$ cat src/hdl/core_pkg.sv
`default_nettype none

package core_pkg;

	localparam int xlen = 32;
	// one address selects a pair of words
	localparam int pc_w = 13;
	localparam int win_depth = 3;

	// field types, also used by the instruction format
	typedef logic [4:0] reg_idx_t;
	typedef logic [5:0] op_bits_t;
	typedef logic [15:0] imm_t;

	typedef struct packed {
		logic valid;
		op_bits_t opcode;
		reg_idx_t ds;
		logic ds_used;
		reg_idx_t dt;
		logic dt_used;
		reg_idx_t dd;
		logic dd_used;
		imm_t imm;
		logic long_lat;
	} uop_t;

	typedef struct packed {
		logic valid;
		op_bits_t opcode;
		reg_idx_t dd;
		logic [xlen-1:0] a;
		logic [xlen-1:0] b;
		imm_t imm;
	} issue_t;

	typedef struct packed {
		logic valid;
		reg_idx_t dd;
		logic [xlen-1:0] data;
	} wb_t;

	// word[1] is the older instruction
	typedef struct packed {
		logic valid;
		logic [1:0][xlen-1:0] word;
	} fetch_pair_t;

	typedef enum logic {
		st_begin,
		st_normal
	} fsm_state_t;

endpackage

`default_nettype wire

$ cat src/hdl/isa_pkg.sv
`default_nettype none

package isa_pkg;

	localparam int instr_w = 32;
	localparam int reg_idx_w = $bits(core_pkg::reg_idx_t);

	typedef enum logic [$bits(core_pkg::op_bits_t)-1:0] {
		nop    = 6'd0,
		add    = 6'd1,
		sub    = 6'd2,
		and_op = 6'd3,
		or_op  = 6'd4,
		xor_op = 6'd5,
		addi   = 6'd6,
		shli   = 6'd7,
		mul    = 6'd8
	} opcode_t;

	// dt shares its bits with the top of imm
	typedef struct packed {
		logic [reg_idx_w-1:0] dt;
		logic [$bits(core_pkg::imm_t)-reg_idx_w-1:0] rest;
	} r_low_t;

	typedef union packed {
		r_low_t r;
		core_pkg::imm_t imm;
	} low_t;

	typedef struct packed {
		opcode_t opcode;
		logic [reg_idx_w-1:0] dd;
		logic [reg_idx_w-1:0] ds;
		low_t low;
	} instr_t;

	localparam int alu_lat = 1;
	localparam int mul_lat = 3;
	localparam int slot_w = 3;

	function automatic core_pkg::uop_t decode(input logic [instr_w-1:0] word);
		instr_t ins;
		core_pkg::uop_t u;
		ins = word;
		u = '0;
		u.valid = 1'b1;
		u.opcode = ins.opcode;
		u.ds = ins.ds;
		u.dt = ins.low.r.dt;
		u.dd = ins.dd;
		u.imm = ins.low.imm;
		case (ins.opcode)
			add, sub, and_op, or_op, xor_op, mul: begin
				u.ds_used = 1'b1;
				u.dt_used = 1'b1;
				u.dd_used = 1'b1;
			end
			addi, shli: begin
				u.ds_used = 1'b1;
				u.dd_used = 1'b1;
			end
			default: ;
		endcase
		u.long_lat = (ins.opcode == mul);
		// writes to r0 are dropped here
		if (ins.dd == '0)
			u.dd_used = 1'b0;
		return u;
	endfunction

endpackage

`default_nettype wire

$ cat src/hdl/exec_unit.sv
`timescale 1ns/1ps
`default_nettype none

module exec_unit (
	input  logic clk,
	input  logic rstn,
	input  core_pkg::issue_t i_issue,
	output logic [isa_pkg::slot_w-1:0] o_slot_busy,
	output core_pkg::wb_t o_wb
);
	import core_pkg::*;
	import isa_pkg::*;

	opcode_t op;
	logic is_mul;
	logic alu_go;
	logic [xlen-1:0] imm_sx;
	logic [xlen-1:0] alu_res;
	wb_t mul_s1;
	wb_t mul_s2;
	logic [slot_w-1:0] slot_q;
	logic [slot_w-1:0] slot_cur;
	reg_idx_t wb_dd;

	assign op = opcode_t'(i_issue.opcode);
	assign is_mul = (op == mul);
	assign alu_go = i_issue.valid && !is_mul;
	assign imm_sx = xlen'($signed(i_issue.imm));

	always_comb begin
		case (op)
			add:     alu_res = i_issue.a + i_issue.b;
			sub:     alu_res = i_issue.a - i_issue.b;
			and_op:  alu_res = i_issue.a & i_issue.b;
			or_op:   alu_res = i_issue.a | i_issue.b;
			xor_op:  alu_res = i_issue.a ^ i_issue.b;
			addi:    alu_res = i_issue.a + imm_sx;
			shli:    alu_res = i_issue.a << i_issue.imm[$clog2(xlen)-1:0];
			default: alu_res = '0;
		endcase
	end

	// bit k set means the writeback register loads k cycles from now
	always_comb begin
		slot_cur = slot_q;
		if (i_issue.valid)
			slot_cur[is_mul ? mul_lat - 1 : alu_lat - 1] = 1'b1;
	end

	assign o_slot_busy = slot_q;

	// a due multiply owns the write port
	assign wb_dd = mul_s2.valid ? mul_s2.dd : i_issue.dd;

	always_ff @(posedge clk) begin
		if (!rstn) begin
			slot_q <= '0;
			mul_s1.valid <= 1'b0;
			mul_s2.valid <= 1'b0;
			o_wb.valid <= 1'b0;
		end else begin
			slot_q <= slot_cur >> 1;
			mul_s1.valid <= i_issue.valid && is_mul;
			mul_s2.valid <= mul_s1.valid;
			o_wb.valid <= slot_cur[0] && wb_dd != '0;
		end
		// low half of the product only
		mul_s1.dd <= i_issue.dd;
		mul_s1.data <= i_issue.a * i_issue.b;
		mul_s2.dd <= mul_s1.dd;
		mul_s2.data <= mul_s1.data;
		o_wb.dd <= wb_dd;
		o_wb.data <= mul_s2.valid ? mul_s2.data : alu_res;
	end

	// window must honour the slot mask two cycles after a mul
	a_no_collide: assert property (@(posedge clk) disable iff (!rstn)
		!(mul_s2.valid && alu_go));

endmodule

`default_nettype wire

$ cat config.mk
export PLATFORM = sky130hd
export DESIGN_NAME = exec_unit
export DESIGN_NICKNAME = d
export VERILOG_FILES = /design/src/hdl/core_pkg.sv /design/src/hdl/isa_pkg.sv /design/src/hdl/exec_unit.sv
export SDC_FILE = /design/constraint.sdc
export NUM_CORES = 2
export LEC_CHECK = 0
export BUFFER_PORTS_ARGS = -buffer_cell sky130_fd_sc_hd__buf_2
export CAP_MARGIN = 20
export CORE_UTILIZATION = 55
export CTS_CLUSTER_DIAMETER = 60
export DETAILED_ROUTE_END_ITERATION = 8
export GPL_TIMING_DRIVEN = 0
export PLACE_DENSITY = 0.85
export SYNTH_ARGS = -nofsm -noshare
export SYNTH_HDL_FRONTEND = slang
export SYNTH_SLANG_ARGS = --single-unit
$ cat constraint.sdc
create_clock -name clk -period 10.3 [get_ports clk]
set_input_delay 2.06 -clock clk [delete_from_list [all_inputs] [get_ports clk]]
set_output_delay 2.06 -clock clk [all_outputs]
set_load 0.01 [all_outputs]
Yosys cells after proc, flatten, opt, wreduce, memory -nomap -nowiden --
Index checks and enable logic that the tools add are counted.
Operators by class: $add $sub $neg 3, $mul 1, $lt $le $gt $ge 2, eq/ne operators 8, shift-type cells 1, muxes and demuxes 7, bitwise gates (word level) 4, reduce and logical (&&, ||, !) cells 4
Operator list (number):
- $pmux W32 S7 | 1
- $add A32 B32 Y32 | 2
- $and A32 B32 Y32 | 1
- $mul A32 B32 Y32 | 1
- $mux W32 | 1
- $or A32 B32 Y32 | 1
- $shl A32 B5 Y32 | 1
- $sub A32 B32 Y32 | 1
- $xor A32 B32 Y32 | 1
- $eq A6 B3 Y1 const B | 4
- $eq A6 B2 Y1 const B | 2
- $eq A6 B1 Y1 const B | 1
- $eq A6 B4 Y1 const B | 1
- $mux W5 | 1
- $reduce_bool A5 Y1 | 1
- $logic_and A1 B1 Y1 | 3
- $lt A2 B3 Y1 const B | 1
- $mux W3 | 1
- $or A3 B3 Y3 | 1
- $demux W1 S2 | 1
- $ge A2 B1 Y1 const B | 1
- $mux W2 | 1
- $mux W1 | 1
Storage, ports and cells: register bits 117, input port bits 94, output and inout port bits 41

Depth between registers and ports, before layout --
depth after elaboration 9, depth in mapped cells 28, mapped depth without buffers 26

Least setup slack after synthesis --
OpenSTA, ideal clock, no wires.
path kind input to register, from in i_issue[23] in the netlist's numbering, to reg mul_s1[29] in the netlist's numbering, setup time 0.072 ns, arrival 8.730 ns, data required time 10.228 ns, setup slack 1.498 ns, cell stages on the path 26, cell sequence buf_1 -> clkinv_1 -> buf_1 -> nor2_1 -> fa_1 -> fa_1 -> fa_1 -> inv_1 -> fa_1 -> inv_1 -> fa_1 -> inv_1 -> fa_1 -> inv_1 -> fa_1 -> fa_1 -> ha_1 -> o21ai_0 -> o21bai_1 -> nor3b_1 -> a21oi_1 -> o311ai_1 -> a21oi_1 -> o21a_1 -> nor2_1 -> xnor2_1
On the way: word-level cells in the longest chain between the ends 1
RTL lines:
- from (decl) | RTL line exec_unit.sv:7 | input core_pkg::issue_t i_issue,
- $mul A32 B32 Y32 | RTL line exec_unit.sv:69 | mul_s1.data <= i_issue.a * i_issue.b;
- to (decl) | RTL line exec_unit.sv:19 | wb_t mul_s1;
No other way between the ends. A chain may end at the register's enable or synchronous reset.

Worst setup path in the final report --
from in i_issue[53] in the netlist's numbering, to reg mul_s1[31] in the netlist's numbering
The elaborated chain is that of the path after synthesis.

==> results <==
- Registers take about 2300 µm².
- The run finished with clean final reports.
- CTS placed an instance of clkbuf_16 at the clock tree root.
- The signal arrival time at the worst endpoint is 10.31 ns.
- Clock-pin slew was measured on the worst setup and hold paths at approximately 0.060 ns.
- The count of synthesis-stage warnings from yosys is 0.
- The number of global-route vias before repair is around 22000.
- The placeable core area is approximately 42000 µm².
- The number of buffers inserted during clock tree synthesis is 17.
- The number of register bits inferred by synthesis is 116.
- The average vias per placed instance is ~6.2.
- After synthesis, the netlist uses 81 different library cells.
- The overall die area is 43600 µm².
- Counting flops with a built-in enable in the synthesized netlist gives 0.
- The share of cells above drive strength 1 is under 10%.
- TritonCTS built the clock tree.
- The pin count of the biggest net entering global routing is 17.
- The initial antenna violation count is 6.
- The transition time at the pin with the least slew margin is about 1.1 ns.
- The maximum achievable frequency is between 90 and 100 MHz.
- Relative to the synthesized area, the layout overhead comes to 8.26%.
- The total routing resource utilization after global routing is between 40% and 50%.
- The clock period could shrink to about 10 ns.
- The count of maximum capacitance violations is 0.
- The area used by multi-input combinational logic is ~19000 µm².
- For this run, the detailed router's first-pass iteration total came to 6.
- The number of clock sinks is around 120.
- For this configuration, the core starts out at a cell density of roughly 56%.
- The worst endpoint required time is roughly 11 ns.
- Dividing the detail-routed wire length by the instance count gives approximately 26 µm.
- The combined area of all synthesized cells is about 24000 µm².
- For the final database, setup skew stands at just under 0.009 ns.
- The type of the worst setup path is input pin to flop.
- Across all layers, the routed design uses 21400 vias.
- The final layout contains 3616 nets.
- When the netlist entered floorplanning its net count stood at around 3500.
- The worst setup path is captured at a flop.
- After synthesis, flip-flops and latches occupy 9.87% of the total area.
- The first global-routing pass estimated ~130000 µm of wire.
- The total overflow left after global routing is 0.
- Setup violations remaining at the end of the flow were counted as 0.
- Fill cells in the final layout number ~3700.
- Measured along the x axis, the die boundary spans around 210 µm.
- The H-tree was split into 4 levels.
- The final layout contains routed wiring with a total length of 89900 µm.
- The count of nets left with antenna violations once routing finished came out at 0.
- The row count is 75.
- At the placement stage, the worst setup path has a slack of -1.01 ns.
- Input and output buffers added on the ports amount to between 100 and 150.
- The hold violation total from the final report is 0.
- Averaged over all synthesized cells, the footprint is between 8 and 9 µm².
- The worst-skew pair later-pin latency is between 0.4 and 0.5 ns.
- Setup repair after global routing left no endpoint under its margin.
- The global placement routability congestion is 1.12.
- The number of hold buffers added after CTS is 0.
- The final critical-path setup slack is approximately 0.25 ns.
- The worst path uses roughly 100% of the clock period.
- During I/O placement, the number of pins put on the boundary was 135.
- The maximum fanout along the worst path is 15.
- The number of DRC markers in iteration 0 is 2557.
- The worst setup path is launched from an input pin.
- The max-slew violation count is 0.
- The maximum clock insertion buffer count is 2.
- After detailed routing, the number of remaining DRC violations is 0.
- The worst hold path belongs to the class flop to flop.
- In the synthesized netlist the async set-or-reset flop fraction comes to 0%.
- The HPWL after detailed placement is 74900 µm.
- The floorplan step set the die height to between 200 and 250 µm.
- Headroom to the max-slew limit came out at slightly below 30%.
- In the synthesized netlist the dominant register cell turns out to be dfxtp_1.
- The gate count after technology mapping is 2757.
==> sequential cells by signal, indices dropped and copies added (netlist names) <==
name / flops
mul_s2: 38
mul_s1: 38
o_wb: 38
o_slot_busy: 2
==> worst max-delay path: stages <==
cell and delay (ns):
buf_2 0.50, clkinv_1 0.55, clkbuf_1 0.49, nor2_1 0.25, fa_1 0.45, inv_1 0.08, fa_1 0.17, inv_1 0.05
fa_1 0.48, inv_1 0.05, fa_1 0.47, inv_1 0.05, fa_1 0.49, fa_1 0.60, fa_1 0.45, fa_1 0.48
ha_1 0.36, o21ai_0 0.13, o21bai_1 0.32, o21ai_0 0.21, a21oi_4 0.31, o311ai_1 0.20, a21oi_1 0.29, nand3_1 0.12
a21oi_1 0.44, xnor2_1 0.23
==> cells in the final DEF (no fill, tap or decap), types with 17 or more instances in the layout <==
master       n
inv_1      455
o21ai_0     97
nand2_1    299
dfxtp_1    116
mux2_2      19
a22oi_1     22
xnor2_1     81
a211oi_1    19
clkbuf_1   110
xor2_1      31
buf_2      143
nor3_1      37
fa_1       409
nand3_1     21
clkbuf_16   17
a221oi_1    22
a21oi_1     85
ha_1       219
mux2i_1     39
nor2_1     372
==> worst paths after layout <==
path	end	start	cells past startpoint	slack, ns
max	mul_s1[31]$_DFF_P_	i_issue[53]	26	0.25
min reg2reg	mul_s2[0]$_DFF_P_	mul_s1[0]$_DFF_P_	0	0.33
min	mul_s2[0]$_DFF_P_	mul_s1[0]$_DFF_P_	0	0.33
max reg2reg	o_wb[18]$_DFF_P_	mul_s2[37]$_SDFF_PN0_	5	7.85
==> area by class of cell <==
cell class | instances | share of cell area [%]
Antenna cell | 3 | 0.0295
Buffer | 139 | 2.24
Clock buffer | 17 | 1.67
Clock inverter | 15 | 0.712
Inverter | 473 | 7.03
Multi-Input combinational cell | 2012 | 73.9
Sequential cell | 116 | 9.12
Tap cell | 539 | 2.65
Timing Repair Buffer | 135 | 2.68
==> through the flow <==
step           setup TNS, ns  cells  instance area [µm²]  hold slack (ns)  utilization (%)
6_report                   0   3449                25500            0.325             60.6
5_1_grt                    0   3446                25500            0.328             60.6
4_1_cts                    0   3457                25500            0.326             60.6
3_5_place_dp           -7.99   3427                24900            0.312             59.1
3_3_place_gp           -7.99   3426                24900            0.310             59.1
2_1_floorplan              0   2757                23500            0.310                -
==> cell usage after synthesis (7+ instances only) <==
master    instances  share of area (%)
nor2b_1           8               0.21
clkinv_1         14               0.22
or3_1             7               0.19
a211oi_1         19               0.61
a22oi_1          22               0.70
mux2_2           19               0.91
mux2i_1          39                1.7
nand3_1          21               0.45
nand2_1         299                4.8
nor3_1           37               0.79
xor2_1           31                1.2
o21bai_1          8               0.26
o31ai_1           8               0.26
nand2b_1         14               0.37
fa_1            409                 35
ha_1            219                 12
a221o_1          16               0.68
o221ai_1          7               0.26
mux4_2           13                1.2
a21oi_1          86                1.8
buf_2            10               0.21
o21a_1            8               0.26
o21ai_0          97                2.1
nor2_1          372                5.9
a221oi_1         22               0.82
inv_1           456                7.3
o22ai_1           7               0.19
a21o_1           16               0.51
and2_1           10               0.27
buf_1            11               0.18
clkbuf_1        128                2.0
nand4_1          10               0.27
o211ai_1         11               0.35
xnor2_1          81                3.0
nor4_1            8               0.21
dfxtp_1         116                9.9
o311ai_0         10               0.37
a31oi_1           8               0.21
==> routing by layer <==
| layer | share of wire, % | wire length, µm | vias to the layer above | track usage, % |
|---|---|---|---|---|
| met1 | 34 | 30500 | 10200 | 51.3 |
| met4 | 8.9 | 8010 | 8 | 32.4 |
| li1 | - | - | 9038 | - |
| met2 | 43 | 38200 | 1756 | 62.9 |
| met3 | 15 | 13100 | 496 | 13.5 |
| met5 | 0.051 | 46 | - | 0 |
==> kinds of logic after synthesis <==
group / after synthesis / synth area share, %
other cells: 1 / 0.0159
xor+xnor: 112 / 4.17
compound gates: 392 / 11.2
fa+ha+maj: 628 / 46.5
flops: 116 / 9.87
buf+inv: 629 / 10.2
simple gates: 808 / 14.3
mux: 71 / 3.81
==> what timing repair did <==
item                       4_1_cts  5_1_grt
setup buffers                    0        3
resized for setup                7       11
setup endpoints to repair       11       11
Power is left out: the tool's default activity adds up to more than one toggle a clock period on the data nets, which glitch-free logic cannot reach.
