--- config.mk ---
export PLATFORM = sky130hd
export DESIGN_NAME = reg_file
export DESIGN_NICKNAME = d
export VERILOG_FILES = /design/src/hdl/core_pkg.sv /design/src/hdl/reg_file.sv
export SDC_FILE = /design/constraint.sdc
export NUM_CORES = 1
export LEC_CHECK = 0
export BUFFER_PORTS_ARGS = -buffer_cell sky130_fd_sc_hd__clkbuf_2
export CAP_MARGIN = 20
export CORE_UTILIZATION = 30
export CTS_CLUSTER_DIAMETER = 120
export DETAILED_ROUTE_END_ITERATION = 16
export PLACE_DENSITY = 0.51
export SETUP_SLACK_MARGIN = 0.1
export SLEW_MARGIN = 30
export SYNTH_ARGS = -nofsm -noshare
export SYNTH_HDL_FRONTEND = slang
export SYNTH_SLANG_ARGS = --single-unit
--- constraint.sdc ---
create_clock -name clk -period 6.4 [get_ports clk]
set_input_delay 0.32 -clock clk [delete_from_list [all_inputs] [get_ports clk]]
set_output_delay 0.32 -clock clk [all_outputs]
set_load 0.01 [all_outputs]
--- src/hdl/core_pkg.sv ---
`default_nettype none

package core_pkg;

	localparam int xlen = 32;
	// one address selects a pair of words
	localparam int pc_w = 13;
	localparam int win_depth = 3;

	// field types, also used by the instruction format
	typedef logic [4:0] reg_idx_t;
	typedef logic [5:0] op_bits_t;
	typedef logic [15:0] imm_t;

	typedef struct packed {
		logic valid;
		op_bits_t opcode;
		reg_idx_t ds;
		logic ds_used;
		reg_idx_t dt;
		logic dt_used;
		reg_idx_t dd;
		logic dd_used;
		imm_t imm;
		logic long_lat;
	} uop_t;

	typedef struct packed {
		logic valid;
		op_bits_t opcode;
		reg_idx_t dd;
		logic [xlen-1:0] a;
		logic [xlen-1:0] b;
		imm_t imm;
	} issue_t;

	typedef struct packed {
		logic valid;
		reg_idx_t dd;
		logic [xlen-1:0] data;
	} wb_t;

	// word[1] is the older instruction
	typedef struct packed {
		logic valid;
		logic [1:0][xlen-1:0] word;
	} fetch_pair_t;

	typedef enum logic {
		st_begin,
		st_normal
	} fsm_state_t;

endpackage

`default_nettype wire

--- src/hdl/reg_file.sv ---
`timescale 1ns/1ps
`default_nettype none

module reg_file (
	input  logic clk,
	input  core_pkg::reg_idx_t i_rs_a,
	input  core_pkg::reg_idx_t i_rs_b,
	output logic [core_pkg::xlen-1:0] o_rd_a,
	output logic [core_pkg::xlen-1:0] o_rd_b,
	input  core_pkg::wb_t i_wb
);
	import core_pkg::*;

	localparam int nreg = 2**$bits(reg_idx_t);

	logic [xlen-1:0] regs [nreg];

	// r0 is hardwired to zero
	assign o_rd_a = (i_rs_a == '0) ? '0 : regs[i_rs_a];
	assign o_rd_b = (i_rs_b == '0) ? '0 : regs[i_rs_b];

	always_ff @(posedge clk) begin
		if (i_wb.valid && i_wb.dd != '0)
			regs[i_wb.dd] <= i_wb.data;
	end

	// exec_unit filters out writes to r0
	a_no_r0_write: assert property (@(posedge clk) i_wb.valid |-> i_wb.dd != '0);

endmodule

`default_nettype wire

## Yosys cells after proc, flatten, opt, wreduce, memory -nomap -nowiden

Memory sizes are Yosys's and may differ from the RTL's.
Cells that the tools add are included.

- Muxes and demuxes: 4
- Reduce and logical (&&, ||, !) cells: 4

Operator list:

| operator | number |
|---|---|
| $mux 32 | 2 |
| $logic_not 5->1 | 2 |
| $reduce_bool 5->1 | 1 |
| $mux 1 | 2 |
| $logic_and 1x1->1 | 1 |

- Register bits after elaboration: 0
- Memory bits (writable): 1024
- Input bits: 49
- Output and inout bits: 64
- Logic and storage cells: 9
- Memories: 1

Memories:

| memory | depth | bits a word | rd ports | clocked after Yosys merged registers in | wr ports | line | source |
|---|---|---|---|---|---|---|---|
| regs | 32 | 32 | 2 | 0 | 1 | reg_file.sv:16 | `logic [xlen-1:0] regs [nreg];` |

## Depth between registers and ports, before layout

Gate-level depths: netlist of the first run.

- Depth after elaboration: 4
- Mapped depth: 8
- Depth with buffers taken out: 4

## Worst setup path after synthesis of the first run

No wires, ideal clock.

- Kind: input port to flip-flop
- From: input port i_wb[33] (netlist bit)
- To: memory regs[12][0], enable pin
- Setup time: 0.421 ns
- Arrival: 2.319 ns
- Data required time: 5.979 ns
- Path slack: 3.660 ns
- Stages: 3
- Buffers on the path: 1
- Cells stage by stage: or3b_2 -> clkbuf_1 -> nor2_1

- Longest elaborated chain between the ends: 4

Ends and longest elaborated chain:

| element | line | source |
|---|---|---|
| start: declaration | reg_file.sv:10 | `input core_pkg::wb_t i_wb` |
| $reduce_bool 5->1 | reg_file.sv:23 | `if (i_wb.valid && i_wb.dd != '0)` |
| $logic_and 1x1->1 | reg_file.sv:23 |  |
| $mux 1 | reg_file.sv:23 |  |
| $mux 1 (implied by the code) | reg_file.sv:24 | `regs[i_wb.dd] <= i_wb.data;` |
| end: declaration | reg_file.sv:16 |  |

Parallel ways exist; a longest one is shown, timed or not.

## Final worst setup path of the first run

- From: input port i_rs_a[0]
- To: output port o_rd_a[20] (netlist bit)

- Longest elaborated chain between the ends: 2
- Elaborated cells between the ends (all ways): 3
- Those cells by class: mux (1); reduce/logical (1); memory (1)

Ends and longest elaborated chain:

| element | line | source |
|---|---|---|
| start: declaration | reg_file.sv:6 | `input core_pkg::reg_idx_t i_rs_a,` |
| $mem_v2 32x32 / $logic_not 5->1 (equally long branches) | n/a |  |
| $mux 32 * | reg_file.sv:19 | `assign o_rd_a = (i_rs_a == '0) ? '0 : regs[i_rs_a];` |
| end: declaration | reg_file.sv:8 | `output logic [core_pkg::xlen-1:0] o_rd_a,` |

Every way passes the cells marked *; elsewhere a longest branch is shown, timed or not.

==> results of run 1 <==
## power groups by stage
stage / Clock, mW / Combinational (mW) / Sequential [mW]
finish: 6.93 / 1.37 / 7.53
detailed placement: 0 / 1.37 / 7.67
floorplan: 0 / 0.800 / 7.65
global route: 7.26 / 1.43 / 7.53
global placement: 0 / 1.35 / 7.66
CTS: 7.02 / 1.37 / 7.52
## final cells by class
cell class                 count  area (sq um)
multi-input combinational   1354         16410
sequential                  1024         30750
clock buffer                 129          2930
tap                         2072          2592
inverter                       2         8.758
timing repair buffer         196          1441
clock inverter                83          1005
fill                       14650        103200
## stage by stage
stage | area [sq um] | hold slack (ns) | setup slack [ns] | power (mW)
6_report | 55140 | 0.2101 | 2.288 | 15.83
3_3_place_gp | 51030 | 0.9109 | 2.091 | 9.003
5_1_grt | 55140 | 0.2175 | 2.095 | 16.22
4_1_cts | 55080 | 0.1632 | 2.169 | 15.91
3_5_place_dp | 51150 | 0.9578 | 2.173 | 9.035
2_1_floorplan | 48020 | 0.4189 | 3.660 | 8.449
## placed cells by master (no fill, tap or decap), types with 20 or more instances in the layout
cell type / n
a211oi_1: 53
a21oi_1: 32
a221oi_1: 38
a22oi_1: 64
a311oi_1: 31
buf_4: 73
bufinv_16: 22
clkbuf_16: 115
clkbuf_2: 105
clkinv_1: 20
clkinv_2: 20
conb_1: 32
edfxtp_1: 1024
mux2_2: 64
mux2i_1: 320
mux4_1: 36
mux4_2: 316
nand2_1: 85
nand4_1: 32
nor2_4: 33
nor2b_1: 32
o21ai_0: 50
o221ai_1: 64
## worst max-delay path, delay by kind of cell
family | cells | cell delay (ns)
AOI/OAI and AO/OA | 3 | 1.27
buffers and inverters | 4 | 1.88
and+or+nand+nor | 1 | 0.21
## cells by family after synthesis
family,after synthesis
mux,736
compound gates,374
buf+inv,217
simple gates,212
flops,1024
other cells,1
## layer usage
| layer | wire (microns) | global-route usage | vias up |
|---|---|---|---|
| met5 | 57 | 0 | - |
| met4 | 5701 | 0.07199 | 10 |
| met3 | 14670 | 0.04613 | 304 |
| met2 | 79750 | 0.3300 | 1545 |
| met1 | 68640 | 0.2721 | 15490 |
| li1 | - | - | 11290 |
## worst paths after layout
kind,to,startpoint,slack (ns)
max,o_rd_a[20],i_rs_a[0],2.29
min,regs[13][7],i_wb[7],0.21
==> impl_metrics.csv, run 1 <==
group,metric,value,unit
floorplan,start_util,0.3025,
layout,synthToLayoutAreaGrowth,15.10,%
clock_network,path_clk_slew,0.06,ns
synth,synth_top_family_by_area,"multiplexers",
floorplan,core-area,0.1584,sq mm
pwr,power_frac_seq,0.475,
synth,ys_top_cells_by_count,"edfxtp_1 (1024), mux2i_1 (320), mux4_2 (316), clkbuf_1 (98), nand2_1 (85)",
clock_network,clk_path_buf_depth,3,
synth,synth_compound_area_frac,0.06154,
pwr,internal_power,12.15,mW
worst_setup_path,crit_top_cell,"buf_4",
layout,num_antenna_cells,0,
sta,setup_viol,0,
synth,synth.distinct_cells,39,
sta,post-route-period-util,0.6425,
pwr,ir_worst_vdd,226.9,uV
placed_design,placed_cells_incl_taps,4646,
worst_setup_path,startpoint_type,"primary input",
placed_design,place.port_buffers,112,
synth,ys_ff_latch,1024,
worst_setup_path,path_cells,"buf_6 -> buf_4 -> nor2_4 -> buf_4 -> a221oi_1 -> o21ai_0 -> a311oi_1 -> clkbuf_2",
synth,synth_xor_area_frac,0,
global_route,grt_pass1_vias,29330,
synth,synth_area_leaders,"edfxtp_1 (64%), mux4_2 (15%), mux2i_1 (6.7%)",
synth,synthArstFlopShare,0,
synth,synth_area_leader_cell,"edfxtp_1",
layout,top_register,"regs",
worst_setup_path,crit_arrival,3.79,ns
clock_network,cts_buffers,111,
flow_run,max_cap_viol_count,0,
worst_setup_path,criticalPathCategory,"in2out",
pwr,comb_power_share,0.086,
synth,synth_top_flop_cell,"edfxtp_1",
synth,netlist.area_leader.share,0.6419,
drt,drc,0,
drt,ant_nets,0,
clock_network,post_cts_buffers,0,
synth,synth_adder_area_share,0,
layout,biggestRegsByFlops,"regs x1024",
pwr,sw_frac_of_total,0.2326,
clock_network,cts_sinks,1024,
layout,post-route-util,0.3481,
global_route,grt_max_degree,106,
clock_network,cts_tree,"done",
hold_path,holdPathStages,1,
sta,tightest_slew,1.090,ns
drt,drt_pass1_iterations,6,
pwr,power.switching,3.682,mW
synth,synth_edf_count,1024,
pwr,leakagePower,17.75,nW
sta,fin_crit,4.112,ns
layout,fin_cells,4860,
synth,synth.avg_cell_area,18.68,sq um
floorplan,fp.dieH,401.6,microns
sta,slew_headroom,0.2733,
floorplan,num_io_pins,113,
clock_network,post_cts_resized,0,
drt,wl_per_cell,34.74,microns
synth,synth_seq_area_share,0.6419,
hold_path,hp-class,"in2reg",
worst_setup_path,cp_max_fo,46,
pwr,power_frac_clock,0.438,
synth,synthMuxAreaShare,0.2502,
drt,drt-vias-per-instance,5.893,
drt,num_vias,28640,
global_route,grt.total_usage,0.2052,
worst_setup_path,required,6.08,ns
floorplan,row_count,146,
drt,routed_wl,168.8,mm
worst_setup_path,end_kind,"primary output",
outcome,status,"finished, final reports clean",
worst_setup_path,cp_slowest_cell,"a311oi_1",
layout,nets,2738,
floorplan,die_w,401.6,microns
sta,tns,0,ns
clock_network,cts-root-buf,"clkbuf_16",
sta,fmax,0.2432,GHz
sta,rsz0062_at_grt,"false",
placed_design,hpwl,96.91,mm
synth,syn_inst,2564,
synth,yosysMostFrequentCell,"edfxtp_1",
sta,final-hold-violation-count,0,
global_route,antenna_found_initial,9,
synth,yosys.area_share.simple,0.02184,
global_route,grt-ovfl-total,0,
clock_network,ctsHtreeMaxLevel,3,
layout,drive_above_1_share,0.2999,
floorplan,dieArea,0.1613,sq mm
worst_setup_path,slowest_delay,0.79,ns
synth,synth_warnings,0,
clock_network,hold_buffers,0,
sta,drv_slew,0,
drt,drtIter0Drc,3804,
pwr,p_per_area,287.1,mW/mm^2
synth,synth_area,0.04790,sq mm
placed_design,gp_congestion,0.8187,
layout,largest_reg_flops,1024,
global_route,grt_pass1_wl,233.1,mm
(Power assumes the default switching activity.)
==> run 2, diff against run 1 <==
- clock period: 6.4 -> 4 ns (I/O delays scaled with it)
==> run 2 against run 1 <==
Effect of this change: utilization is essentially flat; wire length increased by 0.33%; combinational power increased by 62%; critical path depth unchanged; final cell count is 0.66% higher; die area unchanged; count of clock-buffer cells in the layout increased by 4; global-route usage rose by 0.079 points; critical endpoint is now o_rd_b[20]; largest power group unchanged; highest routed layer unchanged.
==> impl_metrics.csv, run 2 (synthesized netlist as in run 1, its figures left out) <==
group,metric,value,unit
drt,drt-vias-per-instance,5.854,
worst_setup_path,crit_top_cell,"buf_4",
drt,routed_wl,169.4,mm
worst_setup_path,crit_arrival,3.31,ns
pwr,leakagePower,17.78,nW
outcome,status,"finished, final reports clean",
pwr,comb_power_share,0.092,
sta,tightest_slew,1.006,ns
layout,drive_above_1_share,0.3008,
floorplan,start_util,0.3025,
clock_network,cts_buffers,106,
clock_network,cts_sinks,1024,
clock_network,hold_buffers,0,
sta,fmax,0.2848,GHz
sta,fin_crit,3.511,ns
sta,rsz0062_at_grt,"false",
pwr,sw_frac_of_total,0.2358,
global_route,grt-ovfl-total,0,
drt,wl_per_cell,34.62,microns
worst_setup_path,slowest_delay,0.65,ns
layout,largest_reg_flops,1024,
placed_design,gp_congestion,0.8210,
drt,drc,0,
pwr,power.switching,5.656,mW
worst_setup_path,cp_max_fo,43,
pwr,power_frac_clock,0.406,
worst_setup_path,end_kind,"primary output",
drt,drtIter0Drc,3566,
clock_network,clk_path_buf_depth,3,
global_route,grt_pass1_wl,233.4,mm
pwr,ir_worst_vdd,375.8,uV
clock_network,post_cts_resized,0,
sta,tns,0,ns
global_route,antenna_found_initial,10,
floorplan,dieArea,0.1613,sq mm
worst_setup_path,path_cells,"buf_8 -> buf_4 -> mux4_1 -> mux2_2 -> a221oi_1 -> a211oi_1 -> buf_4 -> clkbuf_2",
drt,num_vias,28640,
floorplan,fp.dieH,401.6,microns
drt,ant_nets,0,
layout,layout.cells.most_common_list,"edfxtp_1 (1024), mux2i_1 (320), mux4_2 (316)",
hold_path,hp-class,"in2reg",
floorplan,row_count,146,
flow_run,max_cap_viol_count,0,
sta,drv_slew,0,
floorplan,num_io_pins,113,
clock_network,post_cts_buffers,0,
sta,setup_viol,0,
layout,top_register,"regs",
global_route,grt.total_usage,0.2060,
sta,final-hold-violation-count,0,
worst_setup_path,criticalPathCategory,"in2out",
layout,synthToLayoutAreaGrowth,14.96,%
drt,drt_pass1_iterations,6,
placed_design,hpwl,99.64,mm
pwr,power_frac_seq,0.502,
placed_design,placed_cells_incl_taps,4698,
placed_design,place.port_buffers,112,
clock_network,ctsHtreeMaxLevel,3,
layout,final_common_cell,"edfxtp_1",
layout,nets,2783,
clock_network,path_clk_slew,0.06,ns
layout,biggestRegsByFlops,"regs x1024",
global_route,grt_max_degree,78,
worst_setup_path,required,3.80,ns
floorplan,core-area,0.1584,sq mm
worst_setup_path,startpoint_type,"primary input",
floorplan,die_w,401.6,microns
pwr,internal_power,18.33,mW
layout,fin_cells,4892,
sta,slew_headroom,0.3290,
worst_setup_path,cp_slowest_cell,"a221oi_1",
global_route,grt_pass1_vias,29600,
clock_network,cts_tree,"done",
clock_network,cts-root-buf,"clkbuf_16",
sta,post-route-period-util,0.8777,
pwr,p_per_area,435.5,mW/mm^2
## run 2: final cells by class
cell class	count	area, sq um
Multi-Input combinational cell	1354	16400
Sequential cell	1024	30750
Clock buffer	133	2796
Inverter	2	8.758
Fill cell	14590	103300
Timing Repair Buffer	246	1963
Tap cell	2072	2592
Clock inverter	60	560.5
Antenna cell	1	2.502
## run 2: worst max-delay path, delay by kind of cell
kind	cells	cell delay, ns
buffers and inverters	4	1.33
AOI/OAI and AO/OA	2	0.80
muxes	2	0.90
## run 2: through the flow
| step | area [sq um] | total power [mW] | utilization | hold WS [ns] | setup slack (ns) |
|---|---|---|---|---|---|
| 2_1_floorplan | 48020 | 13.52 | - | 0.2989 | 1.380 |
| 6_report | 55070 | 23.99 | 0.3477 | 0.09431 | 0.4894 |
| 3_5_place_dp | 51710 | 14.49 | 0.3265 | 0.8374 | 0.4676 |
| 5_1_grt | 55070 | 24.60 | 0.3477 | 0.1245 | 0.4289 |
| 3_3_place_gp | 51690 | 14.44 | 0.3264 | 0.7911 | 0.4247 |
| 4_1_cts | 55070 | 24.14 | 0.3477 | 0.04579 | 0.4705 |
## run 2: worst paths after layout
kind,start,cells past startpoint,end
max,i_rs_b[0],8,o_rd_b[20]
min,i_wb[21],1,regs[0][21]
## run 2: power by group through the flow
stage | Combinational [mW] | Clock (mW) | Sequential [mW]
3_3_place_gp | 2.19 | 0 | 12.3
2_1_floorplan | 1.28 | 0 | 12.2
4_1_cts | 2.22 | 9.87 | 12.0
6_report | 2.22 | 9.73 | 12.0
5_1_grt | 2.32 | 10.2 | 12.1
3_5_place_dp | 2.22 | 0 | 12.3
## run 2: metal layers
| layer | routed length [microns] | vias to the layer above | GRT usage |
|---|---|---|---|
| li1 | - | 11390 | - |
| met1 | 68210 | 15380 | 0.2695 |
| met2 | 80980 | 1528 | 0.3360 |
| met3 | 14150 | 320 | 0.04346 |
| met4 | 5956 | 14 | 0.07609 |
| met5 | 81 | - | 0 |
