[config.mk]
export PLATFORM = sky130hd
export DESIGN_NAME = fetch_control
export DESIGN_NICKNAME = d
export VERILOG_FILES = /design/src/hdl/core_pkg.sv /design/src/hdl/isa_pkg.sv /design/src/hdl/fetch_control.sv
export SDC_FILE = /design/constraint.sdc
export NUM_CORES = 1
export LEC_CHECK = 0
export BUFFER_PORTS_ARGS = -buffer_cell sky130_fd_sc_hd__clkbuf_2
export CAP_MARGIN = 10
export CORE_ASPECT_RATIO = 1.75
export CORE_UTILIZATION = 35
export DETAILED_ROUTE_END_ITERATION = 10
export SLEW_MARGIN = 40
export SYNTH_ARGS = -nofsm -noshare
export SYNTH_HDL_FRONTEND = slang
export SYNTH_SLANG_ARGS = --single-unit
[constraint.sdc]
create_clock -name clk -period 3.9 [get_ports clk]
set_input_delay 0.78 -clock clk [delete_from_list [all_inputs] [get_ports clk]]
set_output_delay 0.78 -clock clk [all_outputs]
set_load 0.02 [all_outputs]
[src/hdl/core_pkg.sv]
`default_nettype none

package core_pkg;

	localparam int xlen = 32;
	// one address selects a pair of words
	localparam int pc_w = 13;
	localparam int win_depth = 3;

	// field types, also used by the instruction format
	typedef logic [4:0] reg_idx_t;
	typedef logic [5:0] op_bits_t;
	typedef logic [15:0] imm_t;

	typedef struct packed {
		logic valid;
		op_bits_t opcode;
		reg_idx_t ds;
		logic ds_used;
		reg_idx_t dt;
		logic dt_used;
		reg_idx_t dd;
		logic dd_used;
		imm_t imm;
		logic long_lat;
	} uop_t;

	typedef struct packed {
		logic valid;
		op_bits_t opcode;
		reg_idx_t dd;
		logic [xlen-1:0] a;
		logic [xlen-1:0] b;
		imm_t imm;
	} issue_t;

	typedef struct packed {
		logic valid;
		reg_idx_t dd;
		logic [xlen-1:0] data;
	} wb_t;

	// word[1] is the older instruction
	typedef struct packed {
		logic valid;
		logic [1:0][xlen-1:0] word;
	} fetch_pair_t;

	typedef enum logic {
		st_begin,
		st_normal
	} fsm_state_t;

endpackage

`default_nettype wire

[src/hdl/isa_pkg.sv]
`default_nettype none

package isa_pkg;

	localparam int instr_w = 32;
	localparam int reg_idx_w = $bits(core_pkg::reg_idx_t);

	typedef enum logic [$bits(core_pkg::op_bits_t)-1:0] {
		nop    = 6'd0,
		add    = 6'd1,
		sub    = 6'd2,
		and_op = 6'd3,
		or_op  = 6'd4,
		xor_op = 6'd5,
		addi   = 6'd6,
		shli   = 6'd7,
		mul    = 6'd8
	} opcode_t;

	// dt shares its bits with the top of imm
	typedef struct packed {
		logic [reg_idx_w-1:0] dt;
		logic [$bits(core_pkg::imm_t)-reg_idx_w-1:0] rest;
	} r_low_t;

	typedef union packed {
		r_low_t r;
		core_pkg::imm_t imm;
	} low_t;

	typedef struct packed {
		opcode_t opcode;
		logic [reg_idx_w-1:0] dd;
		logic [reg_idx_w-1:0] ds;
		low_t low;
	} instr_t;

	localparam int alu_lat = 1;
	localparam int mul_lat = 3;
	localparam int slot_w = 3;

	function automatic core_pkg::uop_t decode(input logic [instr_w-1:0] word);
		instr_t ins;
		core_pkg::uop_t u;
		ins = word;
		u = '0;
		u.valid = 1'b1;
		u.opcode = ins.opcode;
		u.ds = ins.ds;
		u.dt = ins.low.r.dt;
		u.dd = ins.dd;
		u.imm = ins.low.imm;
		case (ins.opcode)
			add, sub, and_op, or_op, xor_op, mul: begin
				u.ds_used = 1'b1;
				u.dt_used = 1'b1;
				u.dd_used = 1'b1;
			end
			addi, shli: begin
				u.ds_used = 1'b1;
				u.dd_used = 1'b1;
			end
			default: ;
		endcase
		u.long_lat = (ins.opcode == mul);
		// writes to r0 are dropped here
		if (ins.dd == '0)
			u.dd_used = 1'b0;
		return u;
	endfunction

endpackage

`default_nettype wire

[src/hdl/fetch_control.sv]
`timescale 1ns/1ps
`default_nettype none

module fetch_control (
	input  logic clk,
	input  logic rstn,
	input  logic i_stall,
	input  logic [2*isa_pkg::instr_w-1:0] i_rdata,
	output logic [core_pkg::pc_w-1:0] o_addr,
	output core_pkg::fetch_pair_t o_pair
);
	import core_pkg::*;
	import isa_pkg::*;

	fsm_state_t state;
	logic [pc_w-1:0] pc;
	logic req_vld;
	logic rd_vld;
	logic stall_q;
	logic skid_vld;
	logic [2*instr_w-1:0] skid_words;
	logic pair_vld;
	logic [2*instr_w-1:0] pair_words;

	// the begin cycle issues no request
	assign req_vld = (state == st_normal);
	assign o_addr = pc;

	assign o_pair.valid = pair_vld;
	assign o_pair.word = pair_words;

	always_ff @(posedge clk) begin
		if (!rstn) begin
			state <= st_begin;
			pc <= '0;
			rd_vld <= 1'b0;
			stall_q <= 1'b0;
			skid_vld <= 1'b0;
			pair_vld <= 1'b0;
		end else begin
			case (state)
				st_begin: state <= st_normal;
				st_normal: begin
					if (!i_stall)
						pc <= pc + 1'b1;
				end
				default: state <= st_begin;
			endcase
			// read data lags its address by one cycle
			rd_vld <= req_vld;
			stall_q <= i_stall;
			// first stalled cycle, park the pair in flight
			if (i_stall && !stall_q)
				skid_vld <= rd_vld;
			if (!i_stall)
				pair_vld <= stall_q ? skid_vld : rd_vld;
		end
		if (i_stall && !stall_q)
			skid_words <= i_rdata;
		// replay the parked pair once the stall drops
		if (!i_stall)
			pair_words <= stall_q ? skid_words : i_rdata;
	end

endmodule

`default_nettype wire

* Word level (Yosys, flattened, before mapping)
Index checks and enable logic that the tools add are counted.
** Storage, ports and cells
- Logic and storage cells :: 16
- Flip-flop bits (word level) :: 146
** Operators by class
- Reduce and logical (&&, ||, !) cells :: 3
- Bitwise gates (word level) :: 1
- Add/subtract/negate cells :: 1
- Muxes and demuxes :: 3
** Operators with widths (count)
- $mux 64 :: 1
- $add 13x1->13 const B :: 1
- $mux 1 :: 2
- $reduce_and 2->1 :: 1
- $logic_and 1x1->1 :: 1
- $logic_not 1->1 :: 1
- $not 1->1 :: 1

* Longest topological paths before layout
Gate-level depths: netlist (run 1).
- Depth after elaboration :: 2
- Depth in mapped cells :: 4

* Least setup slack after synthesis (run 1)
OpenSTA, ideal clock, no wires.
- Kind :: input -> register
- From :: input port i_stall
- To :: register skid_vld
- Cell stages on the path :: 3
- Setup time :: 0.128 ns
- Required time :: 3.772 ns
- Path slack :: 0.927 ns
- Data arrival time :: 2.845 ns
- Cells stage by stage :: nor2b_2 mux2i_1 nor2_1
** On the way
- Word-level cells in the longest chain between the ends :: 1
** RTL lines
- start, declared :: RTL line fetch_control.sv:7 : input logic i_stall,
- $logic_and 1x1->1 :: RTL line fetch_control.sv:53 : if (i_stall && !stall_q)
- end signal, assigned :: RTL line fetch_control.sv:54 : skid_vld <= rd_vld;
- end, declared :: RTL line fetch_control.sv:20 : logic skid_vld;
No other way between the ends.
A chain may end at the register's enable or synchronous reset.

* Final worst setup path (run 1)
- From :: input port i_stall
- To :: register skid_words[50] (enable)
** On the way
- Word-level cells in the longest chain between the ends :: 1
** RTL lines
- $logic_and 1x1->1 :: RTL line fetch_control.sv:58 : if (i_stall && !stall_q)
- end signal, assigned :: RTL line fetch_control.sv:59 : skid_words <= i_rdata;
- end, declared :: RTL line fetch_control.sv:21 : logic [2*instr_w-1:0] skid_words;
No other way between the ends.

==> flow_metrics.tcl, run 1 <==
set metrics [dict create \
    synthToLayoutAreaGrowth_pct 28.7 \
    cp.required_ns 3.97 \
    postPlaceCellArea_um2 6340 \
    wl_per_cell_um 16.7 \
    syn_nets 354 \
    critPathKind "in2reg" \
    die_x_um 95.9 \
    io_buffers 144 \
    pwr_density_cell_nw_per_um2 538 \
    p_leak_uw 0.00270 \
    drc_errors 0 \
    p_clk_share_pct 44.2 \
    synth_area_leaders "edfxtp_1 71%, mux2_1 14%, dfxtp_1 6.7%" \
    maxSlewHeadroom_pct 56.5 \
    reg2reg_from "stall_q" \
    min_path_cells 2 \
    dr_total_vias 2990 \
    viasPerCell 4.69 \
    finalNetCount 510 \
    synth_seq_cells 146 \
    coreArea_um2 15000 \
    crit_fanout 27 \
    gp_congestion 0.768 \
    setup_viol 0 \
    postLayoutCellArea_um2 6950 \
    fin_crit_sh_pct 47.8 \
    swShare_pct 22.0 \
    first_global_vias 3165 \
    clkSinkCount 146 \
    ctsHoldBuffers 0 \
    antenna_found_initial 0 \
    mostFrequentLayoutCells "144 x clkbuf_2, 128 x edfxtp_1, 65 x mux2_1" \
    fin_tns_setup_ns 0 \
    path_clk_slew_ns 0.06 \
    grt.total_usage_pct 14.3 \
    ys_warn_count 0 \
    synthesis.area_um2 5400 \
    clk_path_buf_depth 2 \
    dr.pass1.iters 4 \
    synthDominantCellAreaShare_pct 71.2 \
    worst_hold_path.endpoint "pair_vld" \
    drtIter0Drc 89 \
    min_period_ns 1.86 \
    holdCritStartpoint "pair_vld" \
    combPwrFrac_pct 6.6 \
    grt_first_pass_wirelength_um 16600 \
    cp_data_arrival_time_ns 1.93 \
    ir_drop_v 0.000291 \
    cts_setup_buffers 0 \
    cts_buffers 17 \
    switching_power_uw 823 \
    htreeDepth 4 \
    seq_area_frac_synth_pct 77.8 \
    grt_setup_unrepaired "no" \
    netlist_instances 286 \
    synth_cell_types 26 \
    clock_latency_ns 0.41 \
    yosysTopAreaCell "edfxtp_1" \
    worst_pin_slew_ns 0.652 \
    p_int_uw 2920 \
    status "completed" \
    cts_tree "yes" \
    r2r-end "skid_words[50]" \
    die_y_um 166 \
    grt_remaining_overflow 0 \
    syn_area_per_cell_um2 18.9 \
    ioPinCount 145 \
    slew_viol_final 0 \
    cts-resized-gates 0 \
    diodes 0 \
    routed_wl_um 10600 \
    reg2reg_setup_slack_ns 2.04 \
    drive_above_1_share_pct 40.4 \
    critPathLaunchType "primary input" \
    hp-class "reg2reg" \
    end_kind "register" \
    ant_nets 0 \
    dieArea_um2 15900 \
    seqPwrFrac_pct 49.2 \
    grt_max_degree 67 \
    root_buffer "clkbuf_16" \
    fin_skew_ns 0.00735 \
    hold_violations 0 \
    hpwlAfterDp_um 7280 \
    fmaxAchievable_mhz 536 \
    reg2reg_depth 2 \
    start_util_pct 36.0 \
    drv_cap 0 \
    layout_commonest_cell "clkbuf_2" \
    rows 59 \
]
## cells by family after synthesis
logic type,count (synthesis),synth area share [%]
AO/OA/AOI/OAI,13,1.39
XOR/XNOR,2,0.324
adder cells (fa/ha/maj),1,0.232
buffers and inverters,14,1.34
flip-flops,146,77.9
multiplexers,71,14.7
AND/OR/NAND/NOR,39,4.19
## layout make-up
cell class,instances,area [um^2]
clock buffers,18,429
clock inverters,14,178
fillers,1331,8040
inverters,3,11.3
multi-input cells,126,1130
flip-flops and latches,146,4210
well taps,183,229
repair buffers,148,767
## synth_stat cells
| master | count |
|---|---|
| edfxtp_1 | 128 |
| mux2_1 | 65 |
| dfxtp_1 | 18 |
| nand2_1 | 9 |
| a21oi_1 | 7 |
| buf_2 | 7 |
| mux2i_1 | 6 |
| nand2b_1 | 5 |
| nor2_1 | 5 |
| nand4_1 | 4 |
| nor4_1 | 4 |
| o31ai_1 | 4 |
| or4_1 | 4 |
| nand3_1 | 3 |
| clkbuf_1 | 2 |
| inv_1 | 2 |
| o21ai_1 | 2 |
| or3_1 | 2 |
| xor2_1 | 2 |
| and2_1 | 1 |
| buf_4 | 1 |
| buf_6 | 1 |
| ha_1 | 1 |
| inv_2 | 1 |
| nand3b_4 | 1 |
| nor2b_2 | 1 |
## power groups by stage
stage	sequential, uW	clock [uW]	combinational [uW]
final	1840	1650	247
after global routing	1850	1750	271
after CTS	1840	1700	254
after detailed placement	1870	0	252
after global placement	1880	0	239
after floorplan	1920	0	86.5
## metrics by stage
| stage | setup WS, ns | power (uW) | hold WS, ns | cells | utilization [%] |
|---|---|---|---|---|---|
| global placement | 1.62 | 2120 | 0.469 | 605 | 42.2 |
| floorplan | 0.927 | 2010 | 0.436 | 286 | - |
| detailed placement | 1.57 | 2130 | 0.467 | 606 | 42.3 |
| finish | 2.04 | 3740 | 0.476 | 638 | 46.4 |
| global route | 1.87 | 3870 | 0.513 | 638 | 46.4 |
| CTS | 1.97 | 3800 | 0.476 | 638 | 46.4 |
## sequential cells by signal, indices dropped and copies added (netlist names)
register    flops
skid_words     64
o_addr         13
pair_words     64
req_vld         1
rd_vld          1
stall_q         1
pair_vld        1
skid_vld        1
## worst max-delay path by stage
stage / from / to / cells after the start
finish: i_stall / skid_words[50] / 3
global route: stall_q / skid_words[50] / 2
CTS: stall_q / skid_words[50] / 2
detailed placement: i_stall / skid_words[45] / 3
global placement: i_stall / skid_words[43] / 3
floorplan: i_stall / skid_vld / 3
## metal layers
layer	up-vias	GRT usage [%]	wire length, um
met5	-	0	0
met4	0	7.33	212
met3	13	2.70	412
met2	78	26.1	6130
met1	1470	15.0	3890
li1	1429	-	-
## worst max-delay path, cell delays in order
cell and delay [ns]:
clkbuf_2 0.13, nor2b_4 0.54, buf_4 0.46
Note: power is estimated with default switching activity, not from simulation.
==> inputs of run 2 (changes only) <==
- clock period: 3.9 -> 1.7 ns (I/O delays scaled with it)
==> flow_metrics.tcl, run 2 (synthesis results as in run 1) <==
set metrics [dict create \
    status "completed" \
    hpwlAfterDp_um 7600 \
    synthToLayoutAreaGrowth_pct 30.7 \
    wl_per_cell_um 16.9 \
    reg2reg_setup_slack_ns 0.14 \
    grt.total_usage_pct 14.6 \
    endpoint "o_addr[12]" \
    maxSlewHeadroom_pct 69.5 \
    viasPerCell 4.79 \
    pwr_density_cell_nw_per_um2 1230 \
    area.sequential_um2 4210 \
    hp-class "in2reg" \
    finalNetCount 515 \
    antenna_found_initial 0 \
    clk_path_buf_depth 2 \
    root_buffer "clkbuf_16" \
    die_x_um 95.9 \
    critPathKind "reg2reg" \
    cp_data_arrival_time_ns 1.90 \
    dr_total_vias 3083 \
    fin_util_pct 47.1 \
    ant_nets 0 \
    cts_setup_buffers 0 \
    fin_crit_sh_pct 92.0 \
    mostFrequentLayoutCells "144 x clkbuf_2, 128 x edfxtp_1, 65 x mux2_1" \
    hold_violations 0 \
    cp.required_ns 2.04 \
    slew_viol_final 0 \
    cts_tree "yes" \
    dieArea_um2 15900 \
    worst_pin_slew_ns 0.454 \
    fin_cells 643 \
    reg2reg_depth 5 \
    crit_fanout 9 \
    setup_viol 0 \
    p_leak_uw 0.00272 \
    drtIter0Drc 114 \
    rows 59 \
    io_buffers 144 \
    start_util_pct 36.0 \
    drive_above_1_share_pct 41.1 \
    critPathSlowestCell "nor4_2" \
    clkSinkCount 146 \
    reg2reg_from "o_addr[0]" \
    r2r-end "o_addr[12]" \
    startpoint "o_addr[0]" \
    layout_commonest_cell "clkbuf_2" \
    coreArea_um2 15000 \
    multi_input_area_um2 1130 \
    cts-resized-gates 0 \
    ctsHoldBuffers 0 \
    die_y_um 166 \
    cts_buffers 17 \
    fin_skew_ns 0.00662 \
    drv_cap 0 \
    crit_chain "ha_1 -> nand3b_4 -> nor4_2 -> buf_4 -> mux2i_1" \
    place_inst 611 \
    diodes 0 \
    critPathMaxStageDelay_ns 0.40 \
    path_clk_slew_ns 0.06 \
    htreeDepth 4 \
    grt_max_degree 53 \
    grt_first_pass_wirelength_um 17100 \
    clock_latency_ns 0.41 \
    min_period_ns 1.56 \
    ioPinCount 145 \
    fill_cells 1362 \
    ir_drop_v 0.000604 \
    drc_errors 0 \
    end_kind "register" \
    holdWs_ns 0.116 \
    dr.pass1.iters 4 \
    gp_congestion 0.788 \
    grt_setup_unrepaired "no" \
    first_global_vias 3384 \
    critPathLaunchType "register" \
    grt_remaining_overflow 0 \
    routed_wl_um 10900 \
    fmaxAchievable_mhz 639 \
]
-- run 2: cell types whose count changed in the layout (fill, tap and decap cells not counted), moves of 2 or more --
cell,delta
clkinv_2,-2
buf_12,+5
clkinvlp_4,+5
clkinv_4,-3
-- run 2: layout make-up --
| class | count | share of cell area [%] |
|---|---|---|
| Multi-Input combinational cell | 126 | 16.1 |
| Tap cell | 183 | 3.24 |
| Sequential cell | 146 | 59.6 |
| Clock buffer | 18 | 6.08 |
| Clock inverter | 14 | 2.52 |
| Inverter | 3 | 0.213 |
| Timing Repair Buffer | 153 | 12.2 |
-- run 2: worst min path at each step --
| stage | from | to | slack (ns) | cells after the start |
|---|---|---|---|---|
| after global placement | o_addr[12] | o_addr[12] | 0.46 | 2 |
| after global routing | i_rdata[28] | skid_words[28] | 0.1 | 1 |
| final | i_rdata[28] | skid_words[28] | 0.12 | 1 |
| after CTS | i_rdata[28] | skid_words[28] | 0.09 | 1 |
| after detailed placement | o_addr[12] | o_addr[12] | 0.47 | 2 |
| after floorplan | rstn | req_vld | 0.37 | 0 |
-- run 2: per-stage QoR --
| stage | cell area (um^2) | TNS [ns] | worst slack, ns | power (uW) |
|---|---|---|---|---|
| 4_1_cts | 7050 | 0 | 0.0152 | 8780 |
| 3_5_place_dp | 6440 | 0 | 0.0445 | 4900 |
| 6_report | 7060 | 0 | 0.136 | 8650 |
| 5_1_grt | 7060 | 0 | 0.0893 | 8990 |
| 3_3_place_gp | 6440 | 0 | 0.0647 | 4880 |
| 2_1_floorplan | 5410 | -4.18 | -0.104 | 4600 |
-- run 2: critical path, delay by kind of cell (launching register included) --
family	cells	cell delay, ns
DFF	1	0.39
buffers and inverters	1	0.18
and+or+nand+nor	2	0.55
muxes	1	0.16
adders and majority gates	1	0.22
-- run 2: report_power, final --
part / internal, uW / switching, uW
Combinational: 241 / 358
Clock: 2330 / 1510
Sequential: 4140 / 68.4
-- run 2: metal layers --
| layer | vias up | part of all wire (%) | track usage, % | wire length (um) |
|---|---|---|---|---|
| li1 | 1441 | - | - | - |
| met1 | 1519 | 36 | 14.6 | 3950 |
| met2 | 105 | 56 | 26.5 | 6130 |
| met3 | 18 | 4.7 | 3.62 | 510 |
| met4 | 0 | 2.6 | 7.92 | 284 |
| met5 | - | 0 | 0 | 0 |
